`config.mk`:
```
export PLATFORM = sky130hd
export DESIGN_NAME = mapper_stage_flat
export DESIGN_NICKNAME = d
export VERILOG_FILES = /design/src/hw/mapper_pkg.sv /design/src/hw/ram_req_if.sv /design/src/hw/mapper_stage.sv /design/src/flat_wrapper.sv
export SDC_FILE = /design/constraint.sdc
export NUM_CORES = 1
export LEC_CHECK = 0
export BUFFER_PORTS_ARGS = -buffer_cell sky130_fd_sc_hd__buf_2
export CORE_MARGIN = 2
export CORE_UTILIZATION = 54
export CTS_CLUSTER_SIZE = 25
export DETAILED_ROUTE_END_ITERATION = 16
export PLACE_DENSITY = 0.91
export SLEW_MARGIN = 40
export SYNTH_ARGS = -nofsm -noshare
export SYNTH_HDL_FRONTEND = slang
export SYNTH_SLANG_ARGS = --single-unit
```
`constraint.sdc`:
```
create_clock -name clk -period 2.8 [get_ports clk]
set_input_delay 0.14 -clock clk [delete_from_list [all_inputs] [get_ports clk]]
set_output_delay 0.14 -clock clk [all_outputs]
set_load 0.1 [all_outputs]
```
`src/hw/mapper_pkg.sv`:
```
// shared widths and types for the memory mapper subsystem
// four 16 KB pages, each mapped through an 8-bit segment register
// the translated RAM address is segment & page offset, 22 bits in all
// segment ports are four consecutive I/O ports starting at seg_port_base
package mapper_pkg;

	// ------------------------------
	// bus and address widths
	// ------------------------------

	// cpu address bus
	localparam int bus_addr_w = 16;

	// one segment register
	localparam int seg_w = 8;

	// offset inside a 16 KB page, the bits below the page select
	localparam int page_off_w = bus_addr_w - 2;

	// translated RAM address, segment on top of the page offset
	localparam int ram_addr_w = seg_w + page_off_w;

	// cpu data bus
	localparam int data_w = 8;

	// I/O port of page 0 register, pages 1..3 follow
	localparam logic [7:0] seg_port_base = 8'hFC;

	// ------------------------------
	// types
	// ------------------------------

	// one segment register per page, index is address[15:14]
	typedef logic [seg_w-1:0] seg_regs_t [0:3];

	// RAM stage access sequence
	typedef enum logic [1:0] {
		ram_idle,
		ram_access,
		ram_done
	} ram_state_t;

	// request operation
	typedef enum logic {
		op_read,
		op_write
	} ram_op_t;

endpackage

```
`src/hw/ram_req_if.sv`:
```
// request and response link between the mapper and the RAM stage
// req_valid is a single cycle pulse, never sent while busy is high
// rdata is only meaningful in the cycle where rdata_en is high
`timescale 1ns/1ps

interface ram_req_if;
	import mapper_pkg::*;

	// request side, driven by the mapper
	logic req_valid;
	ram_op_t req_op;
	logic [ram_addr_w-1:0] req_addr;
	logic [data_w-1:0] req_wdata;

	// response side, driven by the RAM stage
	// busy is a level, high while an access is in flight
	logic busy;
	logic [data_w-1:0] rdata;
	logic rdata_en;

	// ------------------------------
	// mapper end
	// ------------------------------
	modport requester (
		output req_valid,
		output req_op,
		output req_addr,
		output req_wdata,
		input busy,
		input rdata,
		input rdata_en
	);

	// ------------------------------
	// RAM stage end
	// ------------------------------
	modport responder (
		input req_valid,
		input req_op,
		input req_addr,
		input req_wdata,
		output busy,
		output rdata,
		output rdata_en
	);

endinterface

```
`src/hw/mapper_stage.sv`:
```
// segment registers, I/O port decode and page translation
// segment registers load only on an I/O write, an I/O read has no effect
// a memory access is bus_memory with exactly one of bus_read / bus_write
// the bus must not start an access while busy is high, strobes are not queued
// segment registers cannot be read back over I/O
`timescale 1ns/1ps

module mapper_stage (
	input logic clk,
	input logic n_reset,
	input logic [mapper_pkg::bus_addr_w-1:0] bus_address,
	input logic [mapper_pkg::data_w-1:0] bus_write_data,
	input logic bus_read,
	input logic bus_write,
	input logic bus_io,
	input logic bus_memory,
	output logic busy,
	output logic [mapper_pkg::data_w-1:0] bus_read_data,
	output logic bus_read_ready,
	ram_req_if.requester ram
);
	import mapper_pkg::*;

	// segment register file, one per page
	seg_regs_t seg_q;

	// port decode
	logic [7:0] port_off;
	logic port_hit;
	logic seg_load;

	// translation
	logic [1:0] page;
	logic [ram_addr_w-1:0] xlate_addr;
	logic mem_strobe;

	// registered request
	logic req_valid_q;
	ram_op_t req_op_q;
	logic [ram_addr_w-1:0] req_addr_q;
	logic [data_w-1:0] req_wdata_q;

	// ------------------------------
	// I/O port decode
	// ------------------------------

	// offset from the page 0 port, wraps for ports below the base
	assign port_off = bus_address[7:0] - seg_port_base;
	assign port_hit = (port_off < 8'd4);

	// write only, a port read must not disturb the mapping
	assign seg_load = bus_io && bus_write && port_hit;

	// ------------------------------
	// segment registers
	// ------------------------------
	always_ff @(posedge clk) begin
		if (!n_reset) begin
			// all pages start on segment 0
			for (int i = 0; i < 4; i++) begin
				seg_q[i] <= '0;
			end
		end else if (seg_load) begin
			// low two bits of the offset select the page
			seg_q[port_off[1:0]] <= bus_write_data;
		end
	end

	// ------------------------------
	// page translation
	// ------------------------------

	// top two address bits pick the page
	assign page = bus_address[bus_addr_w-1 -: 2];

	// segment replaces the page bits, offset passes straight through
	assign xlate_addr = {seg_q[page], bus_address[page_off_w-1:0]};

	// read and write together is not an access
	assign mem_strobe = bus_memory && (bus_read != bus_write);

	// ------------------------------
	// request register
	// ------------------------------
	always_ff @(posedge clk) begin
		if (!n_reset) begin
			req_valid_q <= 1'b0;
		end else begin
			// one cycle pulse per sampled strobe
			req_valid_q <= mem_strobe;
		end
	end

	// payload, only meaningful with req_valid_q
	always_ff @(posedge clk) begin
		if (mem_strobe) begin
			req_op_q <= bus_write ? op_write : op_read;
			req_addr_q <= xlate_addr;
			req_wdata_q <= bus_write_data;
		end
	end

	assign ram.req_valid = req_valid_q;
	assign ram.req_op = req_op_q;
	assign ram.req_addr = req_addr_q;
	assign ram.req_wdata = req_wdata_q;

	// ------------------------------
	// bus side response
	// ------------------------------

	// pending request covers the gap before the RAM stage raises busy
	assign busy = req_valid_q || ram.busy;

	assign bus_read_ready = ram.rdata_en;

	// data bus reads zero outside the ready cycle
	assign bus_read_data = ram.rdata_en ? ram.rdata : '0;

endmodule

```
`src/flat_wrapper.sv`:
```
// flat-port wrapper written by rule: the top's interface ports become plain ports
module mapper_stage_flat import mapper_pkg::*;
  (clk, n_reset, bus_address, bus_write_data, bus_read, bus_write, bus_io, bus_memory, busy, bus_read_data, bus_read_ready, ram_req_valid, ram_req_op, ram_req_addr, ram_req_wdata, ram_busy, ram_rdata, ram_rdata_en);
  ram_req_if ram_i ();
  input logic clk;
  input logic n_reset;
  input logic [mapper_pkg::bus_addr_w-1:0] bus_address;
  input logic [mapper_pkg::data_w-1:0] bus_write_data;
  input logic bus_read;
  input logic bus_write;
  input logic bus_io;
  input logic bus_memory;
  output logic busy;
  output logic [mapper_pkg::data_w-1:0] bus_read_data;
  output logic bus_read_ready;
  output wire logic [$bits(ram_i.req_valid)-1:0] ram_req_valid;
  output wire logic [$bits(ram_i.req_op)-1:0] ram_req_op;
  output wire logic [$bits(ram_i.req_addr)-1:0] ram_req_addr;
  output wire logic [$bits(ram_i.req_wdata)-1:0] ram_req_wdata;
  input wire logic [$bits(ram_i.busy)-1:0] ram_busy;
  input wire logic [$bits(ram_i.rdata)-1:0] ram_rdata;
  input wire logic [$bits(ram_i.rdata_en)-1:0] ram_rdata_en;
  assign ram_req_valid = ram_i.req_valid;
  assign ram_req_op = ram_i.req_op;
  assign ram_req_addr = ram_i.req_addr;
  assign ram_req_wdata = ram_i.req_wdata;
  assign ram_i.busy = ram_busy;
  assign ram_i.rdata = ram_rdata;
  assign ram_i.rdata_en = ram_rdata_en;
  mapper_stage u_core (.clk(clk), .n_reset(n_reset), .bus_address(bus_address), .bus_write_data(bus_write_data), .bus_read(bus_read), .bus_write(bus_write), .bus_io(bus_io), .bus_memory(bus_memory), .busy(busy), .bus_read_data(bus_read_data), .bus_read_ready(bus_read_ready), .ram(ram_i));
endmodule
```
==> results of run 1 <==
-- power by group --
group	switching, mW	internal, mW
Combinational	0.418	0.0932
Clock	0.320	0.302
Sequential	0.0158	1.12
Total	0.755	1.52
-- final timing paths --
kind                                      startpoint                      end  slack (ns)  depth (start not counted)
worst max-delay path            u_core.ram.req_valid                     busy        1.45                          2
worst min-delay path               bus_write_data[5]  u_core.ram.req_wdata[5]        0.01                          1
worst max register to register    u_core.seg_q[2][0]  u_core.ram.req_addr[14]        1.68                          1
worst min register to register    u_core.seg_q[0][7]  u_core.ram.req_addr[21]        0.63                          1
-- routing by layer --
layer | GRT usage (%) | vias up | share of wire [%] | routed length (um)
met2 | 30.0 | 90 | 50 | 2370
met4 | 9.26 | 0 | 2.0 | 97
met3 | 7.18 | 10 | 6.6 | 316
met5 | 0 | - | 0 | 0
met1 | 25.2 | 775 | 42 | 1990
li1 | - | 789 | - | -
-- stage by stage --
stage	cells	util (%)	cell area [sq um]	total power, mW	hold WS, ns
final	302	70.4	3280	2.27	0.0139
after global routing	302	70.4	3280	2.35	0.0000749
after CTS	301	70.2	3270	2.28	0.00130
after detailed placement	274	64.4	3000	1.66	0.319
after global placement	274	64.4	3000	1.65	0.317
after floorplan	147	-	2580	1.56	0.239
-- layout make-up --
cell class / count / share of cell area [%]
repair buffers: 99 / 17.5
well taps: 54 / 2.06
clock buffers: 9 / 3.77
clock inverters: 6 / 0.838
multi-input cells: 70 / 17.6
flip-flops and latches: 64 / 58.2
-- Yosys cell counts --
cell type | n | share of area [%]
and2_1 | 9 | 2.2
and3_1 | 1 | 0.24
buf_1 | 1 | 0.15
buf_2 | 4 | 0.78
buf_4 | 2 | 0.58
buf_6 | 4 | 1.7
clkbuf_1 | 2 | 0.29
dfxtp_1 | 1 | 0.78
edfxtp_1 | 63 | 73
mux4_2 | 8 | 7.0
nand2_1 | 9 | 1.3
nand2b_1 | 2 | 0.48
nand4_4 | 2 | 1.6
nor3_1 | 8 | 1.6
nor4_1 | 23 | 5.6
nor4_2 | 1 | 0.48
o31ai_1 | 4 | 1.2
or2_2 | 2 | 0.48
xor2_1 | 1 | 0.34
-- logic make-up after synthesis --
logic type | Yosys count
flops | 64
simple gates | 57
buf+inv | 13
mux | 8
compound gates | 4
xor+xnor | 1
-- state kept, by name (all words and copies together), names as in the netlist --
| name | cells |
|---|---|
| u_core.ram.req_wdata | 8 |
| u_core.seg_q | 32 |
| u_core.ram.req_valid | 1 |
| u_core.ram.req_op | 1 |
| u_core.ram.req_addr | 22 |
==> summary.md, run 1 <==
| Metric | Value |
|---|---|
| Outcome | complete, no violations |
| Slew Limit Headroom | 66.8% |
| Final Hold Violating Endpoints | 0 |
| Post-synthesis sequential area ratio | 74.0% |
| DRT antenna net count | 0 |
| Total gr overflow | 0 |
| Mean area per synthesized cell | 17.6 sq um |
| Port Buf Inserts | 81 |
| Worst setup EP type | output pin |
| Via count | 1664 |
| CORE AREA | 0.00466 sq mm |
| Fillers | 302 |
| Clock Sinks | 64 |
| Reg area | 0.00191 sq mm |
| CP cell instances | or2_2 > buf_2 |
| Most common library cell in the layout ignoring fill and taps | buf_2 |
| Largest net degree at the start of global routing | 37 |
| Cts repair resizes | 0 |
| Critical path class | flip-flop to output pin |
| First-pass GRT wire length | 7470 um |
| Final worst-path cycle share | 48.1% |
| Highest-count cells in the layout ignoring fill and taps | buf_2 (81), edfxtp_1 (63), nor4_1 (23) |
| Worst Slack Setup Final | 1.45 ns |
| Initial Util | 55.4% |
| Total GRT Usage | 19.7% |
| Bufs and invs on worst path | 1 |
| Setup Slack @ Placement | 1.24 ns |
| Max Cap Viol | 0 |
| Setup Fix Bufs, Post-CTS | 0 |
| Worst VDD drop | 0.000451 V |
| Clk root buf | clkbuf_8 |
| Least-Margin Pin Slew | 0.497 ns |
| Hold buffers post-CTS | 12 |
| Leakage | 1.21 nW |
| Hold Crit Class | primary input to flip-flop |
| Die H | 73.2 um |
| WP data required | 2.66 ns |
| GPL Wtd Cong | 0.787 |
| Main combinational cell family by area after synthesis | simple AND/OR/NAND/NOR gates |
| Layout cell share with drive strength beyond 1 | 44.4% |
| Max incr delay on CP | 0.31 ns |
| Post-synthesis compound-gate area fraction | 1.16% |
| Vias per cell | 5.51 |
| Fmax | 743 MHz |
| # diodes | 0 |
| Final WL | 4780 um |
| Unrepaired setup endpoints after global routing | no |
| Crit-path max FO | 2 |
| DRT iter0 DRCs | 129 |
| Fin crit period | 1.35 ns |
| Die Span X | 73.2 um |
| Nets | 284 |
| Warnings, synthesis | 0 |
| Vias in the first global route | 1580 |
| Worst-Skew Late Latency | 0.33 ns |
| Synth Area in XOR/XNOR | 0.339% |
| Mapped Area | 0.00258 sq mm |
| Syn Inst Count | 147 |
| Adder-Cell Fraction of Synth Area | 0% |
| Synth-to-Final Area Change | 27.1% |
| Clock Path Buffers | 2 |
| Post-synthesis mux area share | 6.98% |
| Slowest cell on crit path | dfxtp_1 |
| Clock Skew | 0.00382 ns |
| Clk pin slew, worst setup/hold paths | 0.06 ns |
| Die area | 0.00535 sq mm |
| Max-slew violation count | 0 |
| # DRC | 0 |
| FP Rows | 25 |
| Arrival @ worst endpoint | 1.21 ns |
| Final setup violation count | 0 |
| Total I/O pin count | 82 |
| Per-cell routed wire length | 15.8 um |
| Startpoint types | flip-flop |
| CTS tree | yes |
| Antenna violations before repair | 0 |
| CP delay by family, top | flip-flops |
| HPWL Detailed | 3350 um |
| Pwr Density | 692 mW/mm^2 |
| Synth Area in Simple Gates | 14.0% |
| Drt pass-1 iters | 4 |
| Post-Route Setup TNS | 0 ns |
| Synth unique cells | 19 |
| Cts bufs inserted | 9 |
| Multi-input gate area | 579 sq um |
| H-tree depth | 3 |
| Syn_nets | 187 |
| Synth Register Bits | 64 |
Power figures use the tool's default switching activity.
==> inputs of run 2 (changes only) <==
- ABC_AREA: not set -> 1
- CORE_UTILIZATION: 54 -> 45
- PLACE_DENSITY: 0.91 -> 0.82
- clock period: 2.8 -> 1.1 ns (I/O delays scaled with it)
==> run 2 against run 1 <==
  * The flow now finishes with violations (negative setup slack)
  * Sequential cell count unchanged
  * Count of clock-buffer cells in the layout unchanged
  * Sequential power rose to 2.6 times the previous value
  * Hold slack better by 0.021 ns
  * Combinational power rose to 3.1 times the previous value
  * Die area up 18%
  * Register-to-register slack worse by 1.5 ns
  * Critical path depth unchanged
  * Core utilization up 4.4 points
  * First-iteration DRC count up 12%
  * Final cell count up 31%
  * Clock power rose to 3.1 times the previous value
  * Critical endpoint unchanged
==> summary.md, run 2 <==
| Metric | Value |
|---|---|
| Multi-input gate area | 584 sq um |
| Metal3 WL | 467 um |
| Synth Register Bits | 64 |
| FP Rows | 27 |
| Startpoint types | flip-flop |
| Warnings, synthesis | 0 |
| CORE AREA | 0.00551 sq mm |
| Fin crit period | 1.13 ns |
| RR Startpoint | u_core.seg_q[2][6] |
| Arrival @ worst endpoint | 1.07 ns |
| Max incr delay on CP | 0.34 ns |
| # DRC | 0 |
| Clk root buf | clkbuf_8 |
| Slew Limit Headroom | 67.8% |
| Worst hold slack | 0.0349 ns |
| Worst Slack Setup Final | -0.0272 ns |
| Cts bufs inserted | 9 |
| Layout cell share with drive strength beyond 1 | 41.4% |
| Crit-path max FO | 2 |
| Placed Cells | 356 |
| Via count | 1954 |
| Pwr Density | 1580 mW/mm^2 |
| Hold wc startpoint | n_reset |
| Hold Crit Class | primary input to flip-flop |
| Final worst-path cycle share | 102% |
| Post-Route Setup TNS | -0.0272 ns |
| Antenna violations before repair | 0 |
| Ys async rst share | 0% |
| Least-Margin Pin Slew | 0.487 ns |
| Post-synthesis sequential area ratio | 74.5% |
| Total gr overflow | 0 |
| Total I/O pin count | 82 |
| Mean area per synthesized cell | 13.2 sq um |
| Final Core Density | 74.8% |
| Critical path class | flip-flop to output pin |
| Wl on met1 | 2150 um |
| Biggest register | u_core.seg_q |
| Port Buf Inserts | 81 |
| Total GRT Usage | 20.1% |
| Max-slew violation count | 0 |
| Commonest cells post-synth | edfxtp_1 (63), nor2_1 (41), inv_1 (21), nand2_1 (16), o21ai_0 (15) |
| Final WL | 5890 um |
| GPL Wtd Cong | 0.795 |
| Largest net degree at the start of global routing | 23 |
| Die Span X | 79.5 um |
| Fin cells | 396 |
| Clock Sinks | 64 |
| Syn_nets | 234 |
| Top_reg_cell synth | edfxtp_1 |
| Worst Setup SP | u_core.ram.req_valid |
| Total power | 6.49 mW |
| Synth area leader | edfxtp_1 |
| Most common library cell in the layout ignoring fill and taps | edfxtp_1 |
| Worst setup EP type | output pin |
| HPWL Detailed | 4080 um |
| Die H | 79.5 um |
| Max FFs per register | 32 |
| Drt pass-1 iters | 4 |
| Clock Skew | 0.00979 ns |
| DRT antenna net count | 0 |
| CTS tree | yes |
| CP cell instances | or2_4 > buf_12 |
| Failing checks | negative setup slack |
| Clock Path Buffers | 2 |
| Per-cell routed wire length | 14.9 um |
| Die area | 0.00632 sq mm |
| Vias in the first global route | 2082 |
| Fmax | 887 MHz |
| Met2 wire len | 3160 um |
| Max Cap Viol | 0 |
| Synth top area cells | edfxtp_1 (74%), nor2_1 (6.0%), inv_1 (3.1%) |
| Share of the synthesized area in the top cell type | 73.8% |
| Top layer used by detailed routing | met4 |
| Initial Util | 46.6% |
| H-tree depth | 3 |
| DRT iter0 DRCs | 144 |
| Nets | 359 |
| Worst VDD drop | 0.00107 V |
| Outcome | complete, but fails checks |
| Slowest cell on crit path | dfxtp_4 |
| Unrepaired setup endpoints after global routing | yes |
| Synth-to-Final Area Change | 60.6% |
| Final setup violation count | 1 |
| Reg area | 0.00192 sq mm |
| Vias per cell | 4.93 |
| Most frequent cell after synthesis | edfxtp_1 |
| Number of flops mapped to enable cells by yosys | 63 |
| Leakage | 1.72 nW |
| Fillers | 332 |
| Syn Inst Count | 194 |
| Worst-Skew Late Latency | 0.34 ns |
| # diodes | 0 |
| WP data required | 1.04 ns |
| Highest-count cells in the layout ignoring fill and taps | edfxtp_1 (63), buf_2 (43), nor2_1 (40) |
| Synth unique cells | 22 |
| Clk pin slew, worst setup/hold paths | 0.07 ns |
| Mapped Area | 0.00256 sq mm |
| First-pass GRT wire length | 9340 um |
| Final Hold Violating Endpoints | 0 |
-- run 2: what timing repair did --
item                                   4_1_cts  5_1_grt
hold buffers                                23        0
endpoints found under the hold margin       23        0
setup endpoints to repair                    9        1
gates resized for setup                      8        0
setup buffers                                1        0
-- run 2: critical path, delay by kind of cell, from the launching register on --
| kind | cells | cell delay (ns) |
|---|---|---|
| simple gates | 1 | 0.23 |
| buf+inv | 1 | 0.16 |
| flops | 1 | 0.34 |
-- run 2: cells by family after synthesis --
| kind of cell | count (synthesis) | synth area share (%) |
|---|---|---|
| AO/OA/AOI/OAI | 26 | 5.46 |
| buffers and inverters | 28 | 4.63 |
| flip-flops | 64 | 74.5 |
| AND/OR/NAND/NOR | 76 | 15.4 |
-- run 2: power breakdown --
part	leakage, nW	internal [mW]	switching [mW]
logic	1.02	0.518	1.09
clock network	0.0933	1.04	0.909
registers	0.605	2.85	0.0802
-- run 2: path summary, 6_finish.rpt --
kind / end / slack [ns] / cells past startpoint
max reg2reg: u_core.ram.req_addr[20] / 0.15 / 2
min: u_core.ram.req_valid / 0.03 / 3
max: busy / -0.03 / 2
min reg2reg: u_core.ram.req_addr[16] / 0.61 / 2
-- run 2: metal layers --
metal	track usage, %	up-vias
li1	-	923
met1	21.1	916
met2	36.8	105
met3	6.45	10
met4	7.93	0
met5	0	-
-- run 2: area by class of cell --
type                       count  share of cell area, %
sequential                    64                   46.5
timing repair buffer         119                   30.2
inverter                      23                   2.22
clock inverter                 7                   1.73
tap                           72                   2.19
clock buffer                   9                   3.01
multi-input combinational    102                   14.2
-- run 2: stage by stage --
stage | worst slack (ns) | cell area (sq um)
4_1_cts | -0.0438 | 4120
3_5_place_dp | -0.0889 | 3670
2_1_floorplan | -0.202 | 2620
5_1_grt | -0.0565 | 4120
6_report | -0.0272 | 4120
3_3_place_gp | -0.0253 | 3670
==> inputs of run 3 (changes only) <==
- TNS_END_PERCENT: not set -> 50
==> run 3 against run 2 <==
  * The run still ends with negative setup slack left
  * Combinational power barely moved
  * Register-to-register slack worse by 0.04 ns
  * Maximum frequency up 0.24%
  * Critical path type unchanged
==> summary.md, run 3 (synthesized netlist as in run 2, its figures left out) <==
| Metric | Value |
|---|---|
| Outcome | complete, but fails checks |
| Failing checks | negative setup slack |
| FP Rows | 27 |
| Clock Path Buffers | 2 |
| Clock Skew | 0.00665 ns |
| Cts bufs inserted | 9 |
| Vias in the first global route | 1999 |
| Leakage | 1.73 nW |
| Slew Limit Headroom | 68.1% |
| Vias per cell | 4.89 |
| WP data required | 1.04 ns |
| Total gr overflow | 0 |
| Clock Sinks | 64 |
| Fmax | 889 MHz |
| Initial Util | 46.6% |
| # diodes | 0 |
| First-pass GRT wire length | 9210 um |
| Total power | 6.62 mW |
| Fin crit period | 1.12 ns |
| Per-cell routed wire length | 14.8 um |
| Drt pass-1 iters | 4 |
| # DRC | 0 |
| Worst setup EP type | output pin |
| Fillers | 327 |
| Clk root buf | clkbuf_8 |
| Worst-Skew Late Latency | 0.33 ns |
| Unrepaired setup endpoints after global routing | yes |
| Biggest register | u_core.seg_q |
| Startpoint types | flip-flop |
| GPL Wtd Cong | 0.846 |
| Highest-count cells in the layout ignoring fill and taps | edfxtp_1 (63), nor2_1 (40), buf_2 (40) |
| Die H | 79.5 um |
| Total I/O pin count | 82 |
| H-tree depth | 3 |
| Max Cap Viol | 0 |
| DRT antenna net count | 0 |
| Worst hold slack | 0.0499 ns |
| Final Hold Violating Endpoints | 0 |
| Total GRT Usage | 19.7% |
| CTS tree | yes |
| Final worst-path cycle share | 102% |
| Nets | 359 |
| DRT iter0 DRCs | 155 |
| Most common library cell in the layout ignoring fill and taps | edfxtp_1 |
| Worst Slack Setup Final | -0.0245 ns |
| Largest net degree at the start of global routing | 24 |
| Worst VDD drop | 0.000943 V |
| HPWL Detailed | 3850 um |
| Clk pin slew, worst setup/hold paths | 0.06 ns |
| Die area | 0.00632 sq mm |
| Least-Margin Pin Slew | 0.482 ns |
| Max-slew violation count | 0 |
| DP Area | 0.00370 sq mm |
| Die Span X | 79.5 um |
| Final setup violation count | 1 |
| Max FFs per register | 32 |
| Final WL | 5840 um |
| Layout cell share with drive strength beyond 1 | 39.0% |
| Antenna violations before repair | 0 |
| CORE AREA | 0.00551 sq mm |
| Hold Crit Class | primary input to flip-flop |
| Crit-path max FO | 2 |
| Port Buf Inserts | 81 |
| Critical path class | flip-flop to output pin |
| Pwr Density | 1590 mW/mm^2 |
| Synth-to-Final Area Change | 62.0% |
| Final Instance Area | 0.00416 sq mm |
| Via count | 1932 |
| Reg area | 0.00192 sq mm |
| Multi-input gate area | 572 sq um |
| Arrival @ worst endpoint | 1.07 ns |
[run 3: cell types whose count changed in the layout (fill, tap and decap cells not counted)]
cell        before  now
bufinv_16        1    2
o21ai_2          2    0
nand2_1         13   15
buf_12          32   35
clkinv_2         1    0
o21ai_1          2    4
clkinv_4         1    0
inv_6            1    0
clkinvlp_4       2    0
nand2_2          3    1
buf_2           43   40
clkinv_1         1    4
[run 3: final timing paths]
kind | start | to | slack, ns | depth (start not counted)
min reg2reg | u_core.seg_q[0][7] | u_core.ram.req_addr[21] | 0.62 | 2
max | u_core.ram.req_valid | busy | -0.02 | 2
max reg2reg | u_core.seg_q[1][4] | u_core.ram.req_addr[18] | 0.11 | 2
min | n_reset | u_core.ram.req_valid | 0.05 | 3
[run 3: power breakdown]
group          total [mW]  internal [mW]  switching (mW)
clock                2.08           1.23           0.843
combinational        1.62          0.533            1.09
sequential           2.93           2.85          0.0772
[run 3: per-layer routing]
layer | track usage, % | vias to the layer above | share of wire (%)
met1 | 20.8 | 911 | 36
met5 | 0 | - | 0
met4 | 10.5 | 0 | 1.5
li1 | - | 923 | -
met2 | 35.4 | 89 | 55
met3 | 5.20 | 9 | 7.0
[run 3: repair_timing]
action                     4_1_cts  5_1_grt
setup endpoints to repair        9        1
hold endpoints to repair        23        0
resized for setup                8        0
hold buffers                    23        0
buffers inserted                 1        0
[run 3: worst max-delay path: stages, from the launching register on]
cell and delay, ns:
dfxtp_4 0.34, or2_4 0.23, buf_12 0.16
[run 3: per-stage QoR]
| stage | utilization (%) | TNS, ns | instances | setup WS, ns |
|---|---|---|---|---|
| 2_1_floorplan | - | -8.01 | 194 | -0.202 |
| 3_3_place_gp | 67.2 | -2.39 | 356 | -0.101 |
| 3_5_place_dp | 67.2 | -3.90 | 356 | -0.165 |
| 4_1_cts | 75.5 | -0.0440 | 395 | -0.0440 |
| 5_1_grt | 75.5 | -0.0542 | 395 | -0.0542 |
| 6_report | 75.5 | -0.0245 | 395 | -0.0245 |
[run 3: layout make-up]
type	count	share of cell area, %
clock inverters	6	1.81
well taps	72	2.17
inverters	23	2.20
clock buffers	9	2.98
flip-flops and latches	64	46.1
multi-input cells	102	13.8
repair buffers	119	31.0
